[config.mk]
export PLATFORM = sky130hd
export DESIGN_NAME = color_mix
export DESIGN_NICKNAME = d
export VERILOG_FILES = /design/src/logic/video_pkg.sv /design/src/logic/color_mix.sv
export SDC_FILE = /design/constraint.sdc
export NUM_CORES = 1
export LEC_CHECK = 0
export BUFFER_PORTS_ARGS = -buffer_cell sky130_fd_sc_hd__buf_2
export CORE_MARGIN = 5
export CORE_UTILIZATION = 25
export CTS_CLUSTER_DIAMETER = 200
export CTS_CLUSTER_SIZE = 24
export DETAILED_ROUTE_END_ITERATION = 7
export SETUP_SLACK_MARGIN = 0.3
export SYNTH_ARGS = -nofsm -noshare
export SYNTH_HDL_FRONTEND = slang
export SYNTH_SLANG_ARGS = --single-unit
[constraint.sdc]
create_clock -name clk -period 2.99 [get_ports clk]
set_input_delay 0.299 -clock clk [delete_from_list [all_inputs] [get_ports clk]]
set_output_delay 0.299 -clock clk [all_outputs]
set_load 0.02 [all_outputs]
[src/logic/video_pkg.sv]
// Tile video subsystem shared definitions
// Widths with a meaning, CPU register map and scroll fetch states

`default_nettype none

package video_pkg;

    // Raster coordinate, hdump or vdump
    typedef logic [8:0]  pos_t;
    typedef logic [9:0]  scroll_t;
    typedef logic [15:0] cpu_word_t;
    typedef logic [16:0] vram_addr_t;
    typedef logic [19:0] rom_addr_t;
    // Eight 4-bit pixels, leftmost in the top nibble
    typedef logic [31:0] rom_row_t;
    // Palette bank bit over a 4-bit colour
    typedef logic [4:0]  pxl_t;

    // Register indexes on addr
    localparam logic [4:0] REG_HPOS  = 5'd0;
    localparam logic [4:0] REG_VPOS  = 5'd1;
    localparam logic [4:0] REG_VBASE = 5'd2;
    localparam logic [4:0] REG_CTRL  = 5'd3;

    typedef enum logic [1:0] {
        IDLE,
        MAP_REQ,
        ROM_REQ,
        UNPACK
    } fetch_state_t;

endpackage

`default_nettype wire

[src/logic/color_mix.sv]
// Colour mixer
// 32-entry 4:4:4 palette, backdrop selection and 8-bit RGB with matching blanking

`timescale 1ns/1ns
`default_nettype none

module color_mix import video_pkg::*; (
    input  wire             clk,
    input  wire             arst_n,
    input  wire             pxl_cen,
    input  wire             ppu2_cs,
    input  wire logic [4:0] addr,
    input  wire logic [1:0] dsn,
    input  wire cpu_word_t  cpu_dout,
    input  wire pxl_t       pxl,
    input  wire             backdrop_en,
    input  wire             HB,
    input  wire             VB,
    output logic [7:0]      red,
    output logic [7:0]      green,
    output logic [7:0]      blue,
    output logic            LHBL_dly,
    output logic            LVBL_dly
);

    logic [11:0] pal [32];
    logic [11:0] pal_rgb;
    logic [4:0]  pal_idx;
    logic        hb_d, vb_d;

    // Transparent colour falls through to the backdrop entry
    assign pal_idx = (backdrop_en || pxl[3:0] == 4'd0) ? 5'd0 : pxl;

    always_ff @(posedge clk) begin
        if (ppu2_cs) begin
            if (!dsn[0]) pal[addr][7:0]  <= cpu_dout[7:0];
            if (!dsn[1]) pal[addr][11:8] <= cpu_dout[11:8];
        end
        if (pxl_cen) pal_rgb <= pal[pal_idx];
    end

    // Second stage expands nibbles, blanking follows the same two enables
    always_ff @(posedge clk or negedge arst_n) begin
        if (!arst_n) begin
            hb_d     <= 1'b1;
            vb_d     <= 1'b1;
            LHBL_dly <= 1'b0;
            LVBL_dly <= 1'b0;
            red      <= '0;
            green    <= '0;
            blue     <= '0;
        end else if (pxl_cen) begin
            hb_d     <= HB;
            vb_d     <= VB;
            LHBL_dly <= ~hb_d;
            LVBL_dly <= ~vb_d;
            if (hb_d || vb_d) begin
                red   <= '0;
                green <= '0;
                blue  <= '0;
            end else begin
                red   <= {2{pal_rgb[11:8]}};
                green <= {2{pal_rgb[7:4]}};
                blue  <= {2{pal_rgb[3:0]}};
            end
        end
    end

endmodule

`default_nettype wire

==> parameters.txt <==
Parameter                              Value

Synthesis
  Number of distinct library cells after synthesis ... 43
  Total nets after synthesis ... 1105
  Post-synth ARST share ... 0.0388
  Number of instances in the synthesized netlist ... 1070
  Post-synthesis cell type with the largest combined area ... sky130_fd_sc_hd__edfxtp_1
  Main flop type after synthesis ... sky130_fd_sc_hd__edfxtp_1
  Biggest area contributors in the synthesized netlist ... sky130_fd_sc_hd__edfxtp_1 72%, sky130_fd_sc_hd__mux2i_1 3.7%, sky130_fd_sc_hd__a221oi_1 2.3%
  Area of the mapped netlist ... 16500 um2
  Average cell area after synthesis ... 15.4 um2
  Sequential fraction of the synthesis area ... 0.747
  Area share of the largest cell type after synthesis ... 0.722
  Total number of yosys warnings ... 0
  Number of synthesized flops with an enable pin ... 396
  Number of synthesized register bits ... 412

STA
  Worst rel slew slack ... 0.449
  Final clock period utilization by the worst path ... 0.781
  Max-slew violation count ... 0
  Worst clock skew ... 0.0166 ns
  Final-layout setup total negative slack ... 0 ns
  Fin crit period ... 2.34 ns
  Maximum clock rate ... 428 MHz
  Finish-stage setup viols ... 0
  Final Worst Setup Slack ... 0.654 ns
  Slew at the pin with the worst max-slew slack ... 0.823 ns
  Unrepaired setup endpoints after global routing ... false
  Final Hold Violating Endpoints ... 0
  Worst Hold Slack ... 0.178 ns

Worst setup path
  Reg2reg path depth ... 4
  Signal arrival time at the worst endpoint ... 2.77 ns
  Largest incremental delay on the critical path ... 0.65 ns
  Startpoint types ... input pin
  Worst reg2reg path startpoint ... pal[30][11]
  R2R Setup Slk ... 0.95 ns
  Cells along the critical path ... buf_2 > nand2b_4 > buf_4 > a221oi_1 > a2111oi_0 > buf_4 > a2bb2oi_1 > buf_4
  Capturing element of the worst setup path ... pal_rgb[1]
  Crit-path slowest cell ... sky130_fd_sc_hd__a2111oi_0
  Category of the worst setup path capture point ... flip-flop
  Reg2reg end ... pal_rgb[11]
  CP Data Required Time ... 3.42 ns
  Start-to-end type of the worst setup path ... in2reg
  Critical-path maximum fanout ... 30
  Crit path top cell by count ... sky130_fd_sc_hd__buf_4
  Launching element of the worst setup path ... backdrop_en

Route
  Residual DRC count ... 0
  Number of detailed-route iterations in the first pass ... 5
  Routed wire length ... 39500 um
  Via count ... 9285
  Via count normalized by instance count ... 4.65
  Drt wl/cell ... 19.8 um
  DRC violation total after the first TritonRoute iteration ... 1051
  Number of nets still failing antenna checks after routing ... 0

Floorplan
  Effective utilization at floorplan ... 0.251
  Vertical extent of the die ... 267 um
  DIE WIDTH ... 267 um
  Standard-cell row count ... 94
  Total I/O pin count ... 61
  Die Outline Area ... 71100 um2
  Core region area ... 65500 um2

Clock network
  Root buffer selected by CTS ... sky130_fd_sc_hd__clkbuf_16
  Maximum buffer depth of the clock tree ... 3
  Clock tree from TritonCTS ... yes
  Clock latency on the worst-skew pair ... 0.55 ns
  Clock transition at the registers of the reported paths ... 0.10 ns
  Number of levels in the clock H-tree ... 1
  Number of buffers added by the clock tree synthesis step ... 21
  Number of clock sinks seen by CTS ... 412

GRT
  First-pass GRT wire length ... 58900 um
  Pin count of the biggest net entering global routing ... 42
  GR Layer Usage met1 ... 0.150
  Gr ovfl total ... 0
  Global Route met3 Usage ... 0.0216
  Initial antenna violation count ... 7
  Global-route usage over all layers ... 0.108
  Met2 global-route usage ... 0.175
  Most used routing layer in global routing ... met2
  Vias in the first global route ... 9288

Pwr
  Peak VDD IR ... 0.356 mV
  Lkg Pwr ... 6.07 nW
  Cell area power density ... 556 nW/um2
  Overall power after layout ... 10.3 mW

Placed design
  Post-DP Area ... 17900 um2
  RD Place Congestion ... 0.823
  Placed insts ... 1962
  Setup slack at placement ... 0.0843 ns
  Count of port buffers added during placement ... 56
  Post-detail-place hpwl ... 26100 um

Cells and area
  Proportion of layout cells with a drive suffix above 1 ... 0.142
  Area growth from synthesis to layout ... 12.4%
  Commonest non-fill, non-tap cell in the layout ... sky130_fd_sc_hd__edfxtp_1
  Fin util ... 0.282
  Most frequent cells in the layout ... 396 x sky130_fd_sc_hd__edfxtp_1, 92 x sky130_fd_sc_hd__nand2_1, 91 x sky130_fd_sc_hd__nor2_1, 61 x sky130_fd_sc_hd__mux2i_1, 56 x sky130_fd_sc_hd__buf_2
  Final net count ... 1159
  Post-layout instance area ... 18500 um2
  Non-filler instance count after layout ... 1998

Run
  Max-cap viol count ... 0

Status
  Outcome ... complete, no violations

Worst hold path
  Min-delay worst type ... in2async
[critical path, delay by kind of cell]
kind	cells	cell delay [ns]
compound gates	3	1.01
buf+inv	4	1.00
simple gates	1	0.43
[worst min-delay path by stage]
stage / end / slack (ns) / cells after the start
finish: LHBL_dly / 0.18 / 2
floorplan: LHBL_dly / 0.003 / 0
CTS: LVBL_dly / 0.17 / 2
global route: LHBL_dly / 0.20 / 2
detailed placement: LHBL_dly / 0.24 / 1
global placement: LHBL_dly / 0.23 / 1
[power by group]
part	switching, mW	internal [mW]	total (mW)
clock network	1.76	1.32	3.09
logic	0.518	0.248	0.766
registers	0.0323	6.40	6.43
total	2.31	7.97	10.3
[state kept, by name (all words and copies together), names as in the netlist]
name and cells:
LHBL_dly 1, LVBL_dly 1, blue 4, green 4
hb_d 1, pal 384, pal_rgb 12, red 4
vb_d 1
[final cells by class]
| cell class | count | area (um2) |
|---|---|---|
| tap | 864 | 1080 |
| timing repair buffer | 114 | 786 |
| multi-input combinational | 547 | 3640 |
| fill | 6544 | 47000 |
| clock buffer | 28 | 552 |
| antenna | 3 | 7.51 |
| sequential | 412 | 12300 |
| clock inverter | 2 | 28.8 |
| inverter | 28 | 105 |
[repair_timing]
action | in CTS | in global routing
buffers inserted | 0 | 0
hold buffers | 3 | 0
endpoints found under the hold margin | 18 | 0
resized for setup | 0 | 0
[cells in the mapped netlist, drive strengths merged, types with 2 or more instances]
| cell type | instances |
|---|---|
| a2111oi | 21 |
| or3b | 2 |
| inv | 28 |
| nor2 | 91 |
| nor2b | 10 |
| a21oi | 49 |
| o22a | 2 |
| o221ai | 2 |
| o22ai | 23 |
| mux4 | 11 |
| buf | 47 |
| nand3b | 5 |
| edfxtp | 396 |
| a31oi | 2 |
| mux2 | 13 |
| nand2b | 6 |
| clkbuf | 36 |
| or3 | 12 |
| o21bai | 12 |
| a221oi | 44 |
| and2 | 12 |
| a32oi | 2 |
| dfstp | 2 |
| a22oi | 2 |
| a211oi | 26 |
| a2bb2oi | 12 |
| nand2 | 92 |
| mux2i | 61 |
| o21ai | 26 |
| dfrtp | 14 |
| nand3 | 3 |
[layer usage]
layer,vias up,wire (um),share of wire
li1,4211,-,-
met1,4685,17000,0.43
met2,323,18400,0.47
met3,60,3050,0.077
met4,6,1010,0.025
met5,-,47,0.0012
[kinds of logic after synthesis]
group | after synthesis | synth area share
compound gates | 224 | 0.0952
flops | 412 | 0.747
mux | 85 | 0.0610
buf+inv | 111 | 0.0327
simple gates | 238 | 0.0642
No activity file was read; power rests on OpenSTA's default activity.
