===== src/logic/video_pkg.sv =====
// Tile video subsystem shared definitions
// Widths with a meaning, CPU register map and scroll fetch states

`default_nettype none

package video_pkg;

    // Raster coordinate, hdump or vdump
    typedef logic [8:0]  pos_t;
    typedef logic [9:0]  scroll_t;
    typedef logic [15:0] cpu_word_t;
    typedef logic [16:0] vram_addr_t;
    typedef logic [19:0] rom_addr_t;
    // Eight 4-bit pixels, leftmost in the top nibble
    typedef logic [31:0] rom_row_t;
    // Palette bank bit over a 4-bit colour
    typedef logic [4:0]  pxl_t;

    // Register indexes on addr
    localparam logic [4:0] REG_HPOS  = 5'd0;
    localparam logic [4:0] REG_VPOS  = 5'd1;
    localparam logic [4:0] REG_VBASE = 5'd2;
    localparam logic [4:0] REG_CTRL  = 5'd3;

    typedef enum logic [1:0] {
        IDLE,
        MAP_REQ,
        ROM_REQ,
        UNPACK
    } fetch_state_t;

endpackage

`default_nettype wire


===== src/logic/video_timing.sv =====
// Video timing generator
// Raster counters, blanking and sync levels, and a pulse at the end of active video

`timescale 1ns/1ns
`default_nettype none

module video_timing import video_pkg::*; #(
    parameter int H_ACTIVE = 320,
    parameter int H_TOTAL  = 384,
    parameter int V_ACTIVE = 224,
    parameter int V_TOTAL  = 262
) (
    input  wire  clk,
    input  wire  arst_n,
    input  wire  pxl_cen,
    output pos_t hdump,
    output pos_t vdump,
    output pos_t vrender,
    output logic HB,
    output logic VB,
    output logic HS,
    output logic VS,
    output logic line_start
);

    localparam pos_t H_END  = pos_t'(H_ACTIVE - 1);
    localparam pos_t H_LAST = pos_t'(H_TOTAL - 1);
    localparam pos_t V_LAST = pos_t'(V_TOTAL - 1);

    always_ff @(posedge clk or negedge arst_n) begin
        if (!arst_n) begin
            hdump <= '0;
            vdump <= '0;
        end else if (pxl_cen) begin
            hdump <= (hdump == H_LAST) ? '0 : hdump + 1'b1;
            // Line number moves on as horizontal blanking begins
            if (hdump == H_END) begin
                vdump <= (vdump == V_LAST) ? '0 : vdump + 1'b1;
            end
        end
    end

    // High while hdump sits at H_ACTIVE, so vrender already points at the next line
    always_ff @(posedge clk or negedge arst_n) begin
        if (!arst_n) begin
            line_start <= 1'b0;
        end else begin
            line_start <= pxl_cen && (hdump == H_END);
        end
    end

    assign vrender = (vdump == V_LAST) ? '0 : vdump + 1'b1;

    assign HB = hdump >= pos_t'(H_ACTIVE);
    assign VB = vdump >= pos_t'(V_ACTIVE);

    // Sync pulses sit inside the blanking intervals
    assign HS = (hdump >= pos_t'(H_ACTIVE + 4)) && (hdump < pos_t'(H_ACTIVE + 8));
    assign VS = (vdump >= pos_t'(V_ACTIVE + 2)) && (vdump < pos_t'(V_ACTIVE + 4));

endmodule

`default_nettype wire


===== config.mk =====
export PLATFORM = sky130hd
export DESIGN_NAME = video_timing
export DESIGN_NICKNAME = d
export VERILOG_FILES = /design/src/logic/video_pkg.sv /design/src/logic/video_timing.sv
export SDC_FILE = /design/constraint.sdc
export NUM_CORES = 1
export LEC_CHECK = 0
export BUFFER_PORTS_ARGS = -buffer_cell sky130_fd_sc_hd__buf_2
export CAP_MARGIN = 30
export CORE_AREA = 2 2 51 53
export CTS_CLUSTER_SIZE = 10
export DETAILED_ROUTE_END_ITERATION = 7
export DIE_AREA = 0 0 53 55
export PLACE_DENSITY = 0.76
export SYNTH_ARGS = -nofsm -noshare
export SYNTH_HDL_FRONTEND = slang
export SYNTH_SLANG_ARGS = --single-unit

===== constraint.sdc =====
create_clock -name clk -period 2.5 [get_ports clk]
set_clock_uncertainty 0.15 [all_clocks]
set_input_delay 0.5 -clock clk [delete_from_list [all_inputs] [get_ports clk]]
set_output_delay 0.5 -clock clk [all_outputs]
set_load 0.03 [all_outputs]

==> metrics.md <==
| Metric | Value |
|---|---|
| Pleak | 0.000710 uW |
| Area occupied by registers | between 400 and 500 um^2 |
| CP cell instances | nor4b_2, and4_2, nor2_1, buf_2 |
| Antenna Nets Post-Route | 0 |
| N_diodes | 0 |
| Layout Cells excl Fill | 190 |
| Post-Place Cells | 182 |
| Critical R2R Launch | vdump[0]$_DFFE_PN0P_ |
| Synth warnings | 0 |
| # fillers | 218 |
| Startpoint types | flip-flop |
| Peak supply drop | 0.457 mV |
| CP max stage cell | dfrtp_1 |
| WL/cell | about 13 um |
| HP Class | in -> reg |
| Core area | about 2400 um^2 |
| Worst r2r dst | vdump[6]$_DFFE_PN0P_ |
| Most common cell after layout, fill and taps aside | buf_2 |
| CTS tree | done |
| Syn Nets | 129 |
| Reg2reg path depth | 5 |
| RSZ-0062 raised after global routing | true |
| Clock root buffer | clkbuf_4 |
| Req. time, crit path | 1.85 ns |
| H-tree depth | 1 |
| Hold_ws | about 0.32 ns |
| Area growth syn-to-layout | 22.1% |
| Worst path top cell family by delay | simple AND/OR/NAND/NOR gates |
| Layout cell share with drive strength beyond 1 | 0.313 |
| Largest family of logic cells by synthesized area | simple AND/OR/NAND/NOR gates |
| Final hold violations | 0 |
| CTS sink count | 19 |
| Max transition margin | 0.640 |
| Critical Path Fanout Max | 8 |
| Status | finished clean |
| P per Cell Area | a little under 600 nW/um^2 |
| Psw | 325 uW |
| Final setup vio count | 0 |
| Synth Instances | 121 |
| CP arrival | 1.76 ns |
| Vias per cell | approximately 5.3 |
| Multi-input gate area | 607 um^2 |
| Flops & latches, synth | 19 |
| Drt first-iter violations | 17 |
| Post-Syn Area per Cell | 9.36 um^2 |
| Minimum clock period | 2.41 ns |
| Post-Synth Simple-Gate Area | 0.256 |
| Final #Nets | 169 |
| Clock Tree Buf Depth | 2 |
| Initial antenna violation count | 0 |
| Die W | 53 um |
| CP bufs+invs | 1 |
| Port bufs | 34 |
| Post-synthesis cell area | 1130 um^2 |
| Internal Pwr Total | 496 uW |
| Die ar. | between 2000 and 3000 um^2 |
| RePlAce Congestion | 0.814 |
| Fin crit share | 0.964 |
| Initial Utilization | 0.479 |
| I/O pins | 35 |
| CP max stage delay | 0.48 ns |
| Library cells used by synthesis | 37 |
| Hold Path Origin | pxl_cen |
| Clock slew at reported path FFs | 0.10 ns |
| Post-synthesis mux area share | 0.0287 |
| Drt total wl | 2540 um |
| Final Max Slew Viols | 0 |
| Clk_lat worst skew | 0.29 ns |
| Gate power share | 0.294 |
| Clock network fraction of total power | 0.187 |
| Worst setup EP type | output pin |
| Worst Max-Slew Pin Slew | 0.536 ns |
| Fmax | 0.415 GHz |
| Worst hold path cell count | 2 |
| Adder-cell share of the synthesized area | 0.0552 |
| Vias | around 1000 |
| Compound-Gate Fraction of Synth Area | 0.0840 |
| Post-DP HPWL | 1760 um |
| Crit Path Class | reg -> out |
| GRT Total Usage | 0.179 |
| Largest net degree at the start of global routing | 20 |
| Sequential area share after synthesis | 0.420 |
| Rows | 18 |
| Vias in the first global route | 840 |
| Leading cell types in the layout, fill and taps excluded | buf_2 (34), dfrtp_1 (16), nor2_1 (15) |
| Worst Hold Path EP | hdump[0]$_DFFE_PN0P_ |
| First-pass GRT wire length | 3810 um |
| Gr ovfl total | 0 |
| Post-synthesis xor/xnor area fraction | 0.108 |
| Register share of total power | 0.519 |
| MaxCap Viol Count | 0 |
| DIE HEIGHT | between 50 and 60 um |
| Drt pass-1 iters | 4 |
| CTS Buf Count | 3 |
| R2R Setup Slk | 0.64 ns |
| Switch share | 0.396 |
| Drc violations | 0 |
-- cells by family (layout without fill, tap and decap cells) --
logic type | after synthesis | in the layout
adder cells (fa/ha/maj) | 5 | 5
buffers and inverters | 11 | 50
XOR/XNOR | 14 | 14
AND/OR/NAND/NOR | 54 | 54
multiplexers | 3 | 3
AO/OA/AOI/OAI | 15 | 15
flip-flops | 19 | 19
-- power groups by stage --
stage	combinational (uW)	sequential [uW]	clock, uW
floorplan	79.8	511	0
global placement	238	427	0
detailed placement	239	431	0
CTS	242	425	156
global route	264	437	177
finish	241	426	154
-- cells in the mapped netlist, drive strengths merged --
cell type / n / area, um^2
nand2b: 2 / 12.5
a22o: 1 / 8.76
nor2: 15 / 56.3
xor2: 7 / 61.3
o31ai: 1 / 7.51
nor4: 1 / 6.26
mux2: 2 / 22.5
ha: 5 / 62.6
buf: 3 / 23.8
o311ai: 1 / 8.76
o21a: 1 / 7.51
or2: 2 / 12.5
nand3: 7 / 40.0
nor3b: 2 / 15.0
and3: 2 / 12.5
or4: 1 / 7.51
nor3: 4 / 20.0
o21ai: 7 / 35.0
a32o: 1 / 10.0
dfrtp: 19 / 475
nand4: 4 / 25.0
nand3b: 1 / 7.51
nor4b: 1 / 15.0
xnor2: 7 / 61.3
mux2i: 1 / 10.0
and2: 1 / 6.26
nor2b: 1 / 6.26
a21o: 1 / 7.51
and4: 2 / 17.5
nand2: 8 / 30.0
a21oi: 2 / 10.0
inv: 8 / 30.0
-- worst reg2reg max path, delay by kind of cell (launching register included) --
| family | cells | cell delay [ns] |
|---|---|---|
| flip-flops | 1 | 0.43 |
| AND/OR/NAND/NOR | 3 | 0.88 |
| adder cells (fa/ha/maj) | 1 | 0.24 |
| AO/OA/AOI/OAI | 1 | 0.09 |
-- registers in the layout (all words and copies together), names as in the netlist --
register	cells
vdump	9
line_start	1
hdump	9
-- area by class of cell --
class | instances | area share
clock buffer | 4 | 0.0190
inverter | 8 | 0.0217
multi-input combinational | 91 | 0.439
sequential | 19 | 0.347
tap | 30 | 0.0271
timing repair buffer | 38 | 0.147
-- worst max path at each step --
stage	slack, ns	end	cells after the start	start
2_1_floorplan	0.02	vrender[6]	4	vdump[0]$_DFFE_PN0P_
3_5_place_dp	0.34	vrender[6]	5	vdump[0]$_DFFE_PN0P_
6_report	0.09	vrender[1]	4	vdump[5]$_DFFE_PN0P_
5_1_grt	-0.04	vrender[6]	5	vdump[0]$_DFFE_PN0P_
3_3_place_gp	0.38	vrender[6]	5	vdump[0]$_DFFE_PN0P_
4_1_cts	0.001	vrender[6]	5	vdump[0]$_DFFE_PN0P_
-- metrics by stage --
step	utilization	instance area [um^2]	total power, uW	TNS [ns]	worst slack [ns]
2_1_floorplan	-	1130	591	0	0.0175
3_3_place_gp	0.557	1320	665	0	0.385
3_5_place_dp	0.557	1320	670	0	0.342
4_1_cts	0.572	1350	823	0	0.00149
5_1_grt	0.585	1380	878	-0.0812	-0.0419
6_report	0.585	1380	820	0	0.0907
-- per-layer routing --
layer | global-route usage | share of wire
met1 | 0.236 | 0.44
met5 | 0 | 0
met3 | 0.0591 | 0.053
met2 | 0.290 | 0.50
met4 | 0.0385 | 0.011
-- repair_timing --
| action | 4_1_cts | 5_1_grt |
|---|---|---|
| endpoints found under the hold margin | 19 | 0 |
| endpoints found under the setup margin | 0 | 7 |
| buffers inserted | 0 | 3 |
| resized for setup | 0 | 5 |
| hold buffers | 1 | 0 |
No activity file was read; power rests on OpenSTA's default activity.
