**src/logic/video_pkg.sv**
```systemverilog
// Tile video subsystem shared definitions
// Widths with a meaning, CPU register map and scroll fetch states

`default_nettype none

package video_pkg;

    // Raster coordinate, hdump or vdump
    typedef logic [8:0]  pos_t;
    typedef logic [9:0]  scroll_t;
    typedef logic [15:0] cpu_word_t;
    typedef logic [16:0] vram_addr_t;
    typedef logic [19:0] rom_addr_t;
    // Eight 4-bit pixels, leftmost in the top nibble
    typedef logic [31:0] rom_row_t;
    // Palette bank bit over a 4-bit colour
    typedef logic [4:0]  pxl_t;

    // Register indexes on addr
    localparam logic [4:0] REG_HPOS  = 5'd0;
    localparam logic [4:0] REG_VPOS  = 5'd1;
    localparam logic [4:0] REG_VBASE = 5'd2;
    localparam logic [4:0] REG_CTRL  = 5'd3;

    typedef enum logic [1:0] {
        IDLE,
        MAP_REQ,
        ROM_REQ,
        UNPACK
    } fetch_state_t;

endpackage

`default_nettype wire

```
**src/logic/video_regs.sv**
```systemverilog
// Video control registers
// CPU-written scroll position, VRAM base and control word, with byte lanes and readback

`timescale 1ns/1ns
`default_nettype none

module video_regs import video_pkg::*; (
    input  wire             clk,
    input  wire             arst_n,
    input  wire             ppu_rstn,
    input  wire             ppu1_cs,
    input  wire logic [4:0] addr,
    input  wire logic [1:0] dsn,
    input  wire cpu_word_t  cpu_dout,
    output cpu_word_t       mmr_dout,
    output scroll_t         hpos,
    output scroll_t         vpos,
    output logic [4:0]      vram_base,
    output logic            backdrop_en
);

    cpu_word_t hpos_r, vpos_r, vbase_r, ctrl_r;

    // dsn is active low, bit 1 for the upper byte
    function automatic cpu_word_t lane_merge(cpu_word_t old_val, cpu_word_t new_val,
                                             logic [1:0] lanes);
        cpu_word_t res;
        res = old_val;
        if (!lanes[0]) res[7:0]  = new_val[7:0];
        if (!lanes[1]) res[15:8] = new_val[15:8];
        return res;
    endfunction

    always_ff @(posedge clk or negedge arst_n) begin
        if (!arst_n) begin
            hpos_r  <= '0;
            vpos_r  <= '0;
            vbase_r <= '0;
            ctrl_r  <= '0;
        end else if (!ppu_rstn) begin
            hpos_r  <= '0;
            vpos_r  <= '0;
            vbase_r <= '0;
            ctrl_r  <= '0;
        end else if (ppu1_cs) begin
            if (addr == REG_HPOS)  hpos_r  <= lane_merge(hpos_r, cpu_dout, dsn);
            if (addr == REG_VPOS)  vpos_r  <= lane_merge(vpos_r, cpu_dout, dsn);
            if (addr == REG_VBASE) vbase_r <= lane_merge(vbase_r, cpu_dout, dsn);
            if (addr == REG_CTRL)  ctrl_r  <= lane_merge(ctrl_r, cpu_dout, dsn);
        end
    end

    always_comb begin
        mmr_dout = '0;
        if (ppu1_cs) begin
            case (addr)
                REG_HPOS:  mmr_dout = hpos_r;
                REG_VPOS:  mmr_dout = vpos_r;
                REG_VBASE: mmr_dout = vbase_r;
                REG_CTRL:  mmr_dout = ctrl_r;
                default:   mmr_dout = '0;
            endcase
        end
    end

    assign hpos        = hpos_r[9:0];
    assign vpos        = vpos_r[9:0];
    assign vram_base   = vbase_r[4:0];
    assign backdrop_en = ctrl_r[0];

endmodule

`default_nettype wire

```
**config.mk**
```make
export PLATFORM = sky130hd
export DESIGN_NAME = video_regs
export DESIGN_NICKNAME = d
export VERILOG_FILES = /design/src/logic/video_pkg.sv /design/src/logic/video_regs.sv
export SDC_FILE = /design/constraint.sdc
export NUM_CORES = 1
export LEC_CHECK = 0
export ABC_AREA = 0
export BUFFER_PORTS_ARGS = -buffer_cell sky130_fd_sc_hd__buf_4
export CAP_MARGIN = 20
export CORE_UTILIZATION = 50
export DETAILED_ROUTE_END_ITERATION = 10
export GPL_ROUTABILITY_DRIVEN = 0
export PLACE_DENSITY = 0.85
export SYNTH_ARGS = -nofsm -noshare
export SYNTH_HDL_FRONTEND = slang
export SYNTH_SLANG_ARGS = --single-unit
```
**constraint.sdc**
```tcl
create_clock -name clk -period 1.3 [get_ports clk]
set_clock_uncertainty 0.2 [all_clocks]
set_input_delay 0.065 -clock clk [delete_from_list [all_inputs] [get_ports clk]]
set_output_delay 0.065 -clock clk [all_outputs]
set_load 0.02 [all_outputs]
```
==> run_results.csv, run 1 <==
group,metric,value,unit
global_route,total_routing_usage_gr,26.56,%
setup_path,setup.worst_path.start_class,"flop",
route,detail_route.wirelength,10.40,mm
yosys,synth_cell_type_count,16,
clocking,clock_tree.htree_level_count,3,
pwr,p_leak,2.689,nW
route,mean_routed_wirelength_per_cell,20.58,um
floorplan,chipWidth,85.06,um
route,detail_route.iter0.violations,202,
timing,final_worst_path_cycle_share,136.9,%
timing,post-route-min-period,1.779,ns
status,status,"complete, but fails checks",
yosys,post-synth-top-area-cell,"sky130_fd_sc_hd__dfrtp_1",
floorplan,placementRows,29,
setup_path,critical-path-slowest-cell,"sky130_fd_sc_hd__mux4_2",
route,routed-via-count,2835,
clocking,number_of_buffers_on_the_longest_clock_path,2,
timing,report.final.slew_viol_count,0,
route,final_antenna_net_count,0,
setup_path,crit_path_max_fo,2,
yosys,synthDominantCellAreaShare,46.43,%
timing,finalSetupViolations,54,
layout,post_route_cells_drive_above_1_share,46.03,%
floorplan,initial_core_util,53.11,%
timing,achievable_freq,562.1,MHz
status,violated_checks,"negative hold slack, negative setup slack",
yosys,sequential_cell_area_fraction_in_the_yosys_report,46.43,%
clocking,worstSkewPairLatency,0.34,ns
setup_path,timing_worst_setup_path_type,"flop to output pin",
yosys,syn-instance-count,298,
clocking,tritoncts,"built",
global_route,grt_start_max_net_pins,65,
global_route,grt_overflow_total,0,
pwr,vdd_ir_drop_max,0.5317,mV
setup_path,timing.critical_path.cells,"mux4_2 -> and2_4 -> buf_6",
global_route,first_global_vias,2946,
clocking,cts_root_buf,"sky130_fd_sc_hd__clkbuf_8",
clocking,numCtsBuffers,9,
setup_path,endpoint_kind,"output pin",
timing,max-slew-margin-rel,63.92,%
timing,final.hold.worst_slack,-0.01290,ns
yosys,postSynthAreaPerCell,11.58,um2
layout,antenna_cells_inserted,0,
yosys,synth_nets,325,
pwr,power.total,4.038,mW
placement,io_buffers,68,
clocking,cts.reportedPaths.clkPinSlew,0.08,ns
yosys,synth.cell_area,0.003450,mm2
route,drcViolationCount,0,
route,detailedRoute.firstPassIterationCount,4,
timing,worst_slack,-0.4792,ns
setup_path,critPathTopFamily,"multiplexers",
timing,unrepaired_setup_endpoints_after_global_routing,"yes",
layout,area_delta_synth_final,46.28,%
run,maximum_capacitance_violations,0,
hold_path,worst_min_path_class,"primary input to flop",
yosys,count_of_yosys_warnings_during_synthesis,0,
pwr,pwr_density_cell,800.2,mW/mm2
setup_path,cp_slowest_stage_delay,0.48,ns
placement,hpwl,5.622,mm
timing,worst-slew-pin-transition,0.5412,ns
yosys,synth_top_cells_by_area,"sky130_fd_sc_hd__dfrtp_1 46%, sky130_fd_sc_hd__mux2i_1 19%, sky130_fd_sc_hd__mux4_2 10%",
setup_path,worst-endpoint-arrival,1.51,ns
floorplan,die_y,85.06,um
clocking,postCtsHoldBufs,20,
route,vias_per_cell,5.614,
yosys,yosys_register_bits,64,
setup_path,crit_required,1.03,ns
floorplan,die_area,0.007235,mm2
layout,finish.net_count,452,
timing,finalHoldViolCount,3,
global_route,antenna_found_initial,0,
global_route,first_pass_grt_wire_length,14.49,mm
floorplan,floorplan.core_area,0.006495,mm2
setup_path,critical_path_buf_inv_count,1,
floorplan,io-pin-count,69,
clocking,cts_num_sinks,64,
==> state kept, by name, indices dropped and copies added, names as in the netlist <==
name / cells
hpos_r: 16
vbase_r: 16
ctrl_r: 16
vpos_r: 16
==> cells in the final DEF (no fill, tap or decap) <==
cell                              n
sky130_fd_sc_hd__and2_4          16
sky130_fd_sc_hd__buf_12           6
sky130_fd_sc_hd__buf_4           83
sky130_fd_sc_hd__buf_6           52
sky130_fd_sc_hd__clkbuf_1         2
sky130_fd_sc_hd__clkbuf_16        1
sky130_fd_sc_hd__clkbuf_8        12
sky130_fd_sc_hd__dfrtp_1         63
sky130_fd_sc_hd__dfrtp_2          1
sky130_fd_sc_hd__dlygate4sd3_1   18
sky130_fd_sc_hd__dlymetal6s4s_1   2
sky130_fd_sc_hd__mux2i_1         61
sky130_fd_sc_hd__mux2i_2          3
sky130_fd_sc_hd__mux4_2          16
sky130_fd_sc_hd__nand2_1         79
sky130_fd_sc_hd__nand2_2          1
sky130_fd_sc_hd__nand3_4          2
sky130_fd_sc_hd__nand3b_1         2
sky130_fd_sc_hd__nand4b_1         2
sky130_fd_sc_hd__nor2_1           2
sky130_fd_sc_hd__nor4b_4          3
sky130_fd_sc_hd__or4b_4           1
==> synth_stat cells, drive strengths merged <==
| library cell | count |
|---|---|
| nand2 | 80 |
| nor2 | 2 |
| nand4b | 2 |
| and2 | 16 |
| nand3 | 2 |
| nor4b | 3 |
| clkbuf | 10 |
| mux2i | 64 |
| buf | 36 |
| nand3b | 2 |
| dfrtp | 64 |
| mux4 | 16 |
| or4b | 1 |
==> repair_timing <==
item                                    4_1_cts  5_1_grt
resized for setup                            37       36
cloned                                        0        1
endpoints found under the setup margin       32       73
buffers inserted                              5       20
pin swaps                                    15        2
hold endpoints to repair                    128        6
==> metrics by stage <==
| stage | cells | util [%] | area [um2] | TNS (ns) | setup WS, ns |
|---|---|---|---|---|---|
| detailed placement | 448 | 65.34 | 4244 | -21.70 | -0.4347 |
| finish | 505 | 77.69 | 5046 | -9.889 | -0.4792 |
| global route | 505 | 77.69 | 5046 | -12.82 | -0.4999 |
| global placement | 448 | 65.34 | 4244 | -19.51 | -0.3556 |
| CTS | 487 | 73.32 | 4762 | -7.992 | -0.4898 |
| floorplan | 298 | - | 3477 | -2.741 | -0.1692 |
==> area by class of cell <==
| type | count | area (um2) |
|---|---|---|
| clock buffer | 14 | 172.7 |
| fill | 336 | 1449 |
| multi-input combinational | 188 | 1615 |
| sequential | 64 | 1603 |
| tap | 77 | 96.34 |
| timing repair buffer | 162 | 1559 |
==> cell families (layout without fill, tap and decap cells) <==
group                  count (synthesis)  count (layout)  synth area share (%)
buffers and inverters                 46             176                 8.560
flip-flops                            64              64                 46.43
multiplexers                          80              80                 29.02
AND/OR/NAND/NOR                      108             108                 16.00
==> metal layers <==
layer | track usage [%] | vias to the layer above | wire length (um)
met5 | 0 | - | 0
met4 | 11.71 | 0 | 225
met3 | 5.447 | 20 | 631
met2 | 44.72 | 145 | 5515
met1 | 33.36 | 1423 | 4023
li1 | - | 1247 | -
==> worst paths after layout <==
path	start	to	slack, ns	cells after the start
max in group asynchronous	arst_n	hpos_r[7]	0.55	3
worst max-delay path	hpos_r[3]	mmr_dout[3]	-0.48	3
min in group asynchronous	arst_n	hpos_r[2]	0.03	3
worst min-delay path	dsn[1]	vpos_r[15]	-0.01	4
worst max register to register	vbase_r[2]	vbase_r[2]	0.12	5
worst min register to register	ctrl_r[14]	ctrl_r[14]	0.33	2
==> power by group <==
part / total (mW) / internal, mW / leakage [nW] / switching [mW]
sequential: 2.00 / 2.00 / 0.892 / 0.00503
clock: 1.58 / 0.831 / 0.0886 / 0.752
combinational: 0.451 / 0.219 / 1.71 / 0.232
total: 4.04 / 3.05 / 2.69 / 0.989
==> worst reg2reg max path, cell delays in order, from the launching register on <==
cell	delay (ns)
sky130_fd_sc_hd__dfrtp_1	0.40
sky130_fd_sc_hd__buf_6	0.12
sky130_fd_sc_hd__buf_6	0.11
sky130_fd_sc_hd__buf_6	0.11
sky130_fd_sc_hd__nand2_1	0.05
sky130_fd_sc_hd__mux2i_1	0.08
No activity file was read; power rests on OpenSTA's default activity.
==> run 2: changes to the inputs <==
CTS_CLUSTER_DIAMETER = 60   (was unset)
clock period = 1.63 ns   (was 1.3 ns; I/O delays follow)
==> run_results.csv, run 2 (synthesis gave the netlist of run 1 again) <==
group,metric,value,unit
floorplan,chipWidth,85.06,um
placement,placed_cell_area,0.003978,mm2
timing,finalSetupViolations,16,
setup_path,crit_required,1.35,ns
global_route,first_pass_grt_wire_length,14.74,mm
timing,report.final.slew_viol_count,0,
layout,finish.net_count,436,
clocking,clock_tree.htree_level_count,3,
global_route,grt.busiest_layer,"met2",
global_route,grt_use_met3,3.988,%
setup_path,timing_worst_setup_path_type,"flop to output pin",
setup_path,crit_path_max_fo,2,
floorplan,die_y,85.06,um
floorplan,initial_core_util,53.11,%
run,maximum_capacitance_violations,0,
placement,place_inst,413,
route,detail_route.wirelength,9.266,mm
pwr,vdd_ir_drop_max,0.3791,mV
clocking,worstSkewPairLatency,0.34,ns
clocking,tritoncts,"built",
route,mean_routed_wirelength_per_cell,18.87,um
timing,unrepaired_setup_endpoints_after_global_routing,"yes",
clocking,cts_root_buf,"sky130_fd_sc_hd__clkbuf_8",
setup_path,setup.worst_path.start_class,"flop",
floorplan,die_area,0.007235,mm2
status,violated_checks,"negative setup slack",
clocking,numCtsBuffers,9,
floorplan,floorplan.core_area,0.006495,mm2
placement,io_buffers,68,
setup_path,timing.reg2reg.setup_slack,0.50,ns
layout,post_route_cells_drive_above_1_share,43.00,%
pwr,p_leak,2.571,nW
setup_path,timing.critical_path.from,"ctrl_r[10]",
hold_path,worst_min_path_class,"primary input to asynchronous set/reset pin",
layout,area_delta_synth_final,38.92,%
route,routed-via-count,2721,
timing,achievable_freq,563.9,MHz
timing,final_worst_path_cycle_share,108.8,%
timing,max-slew-margin-rel,73.25,%
global_route,antenna_found_initial,0,
placement,hpwl,5.201,mm
route,detail_route.iter0.violations,235,
global_route,total_routing_usage_gr,27.01,%
layout,stdcell_count,491,
layout,finalInstanceArea,0.004792,mm2
timing,worst-slew-pin-transition,0.4013,ns
route,detailedRoute.firstPassIterationCount,5,
setup_path,worst-endpoint-arrival,1.49,ns
route,vias_per_cell,5.542,
timing,finalHoldViolCount,0,
global_route,grt.met2_usage,43.48,%
status,status,"complete, but fails checks",
layout,antenna_cells_inserted,0,
global_route,first_global_vias,2874,
setup_path,critical-path-slowest-cell,"sky130_fd_sc_hd__mux4_2",
clocking,number_of_buffers_on_the_longest_clock_path,2,
clocking,cts_num_sinks,64,
pwr,pwr_density_cell,690.8,mW/mm2
layout,mostFrequentLayoutCells,"103 x sky130_fd_sc_hd__buf_4, 80 x sky130_fd_sc_hd__nand2_1, 64 x sky130_fd_sc_hd__mux2i_1, 64 x sky130_fd_sc_hd__dfrtp_1, 20 x sky130_fd_sc_hd__dlygate4sd3_1",
timing,worst_slack,-0.1432,ns
global_route,grt_start_max_net_pins,65,
setup_path,endpoint_kind,"output pin",
placement,place_worst_setup_slack,-0.1144,ns
floorplan,io-pin-count,69,
global_route,use_met1,35.87,%
global_route,grt_overflow_total,0,
layout,layout.cells.most_common,"sky130_fd_sc_hd__buf_4",
layout,fillerInstances,390,
timing,final.setup.tns,-1.975,ns
pwr,power.total,3.310,mW
route,final_antenna_net_count,0,
clocking,cts.reportedPaths.clkPinSlew,0.07,ns
floorplan,placementRows,29,
setup_path,timing.critical_path.cells,"mux4_2 -> and2_4 -> buf_6",
route,drcViolationCount,0,
setup_path,timing.rr.start,"vbase_r[2]",
setup_path,cp_slowest_stage_delay,0.49,ns
timing,post-route-min-period,1.773,ns
-- run 2: worst max-delay path: cells and delay by family (launching register included) --
kind / cells / cell delay [ns]
simple gates: 1 / 0.16
flops: 1 / 0.39
mux: 1 / 0.49
buf+inv: 1 / 0.12
-- run 2: worst paths after layout --
path                                 to  cells after the start
hold reg to reg               ctrl_r[7]                      2
hold / removal               vbase_r[1]                      3
max in group asynchronous     vpos_r[4]                      3
setup reg to reg             vbase_r[2]                      4
min in group clk              vpos_r[7]                      5
setup / recovery           mmr_dout[10]                      3
-- run 2: timing repair --
action	in CTS	in global routing
gates resized for setup	32	0
endpoints found under the hold margin	128	0
pin swaps	13	0
buffers inserted	33	9
hold buffers	20	0
endpoints found under the setup margin	16	16
-- run 2: power by group --
group | internal (mW) | switching (mW)
sequential | 1.59 | 0.00374
clock | 0.787 | 0.606
combinational | 0.149 | 0.171
total | 2.53 | 0.780
-- run 2: metrics by stage --
step / hold WS, ns / util (%)
floorplan: -0.4141 / -
global placement: -0.09754 / 61.24
detailed placement: -0.09020 / 61.24
CTS: 0.08134 / 72.74
global route: 0.1078 / 73.78
finish: 0.05999 / 73.78
-- run 2: routing by layer --
metal  wire length (um)  share of wire, %  vias to the layer above
met4                284               3.1                        0
met2               4586                49                      111
li1                   -                 -                     1215
met3                565               6.1                       25
met5                  0                 0                        -
met1               3830                41                     1370
-- run 2: area by class of cell --
cell class	instances	area, um2	area share, %
clock buffers	13	158.9	3.316
clock inverters	3	40.04	0.8355
repair buffers	146	1294	27.00
flip-flops and latches	64	1602	33.42
multi-input cells	188	1602	33.42
well taps	77	96.34	2.010
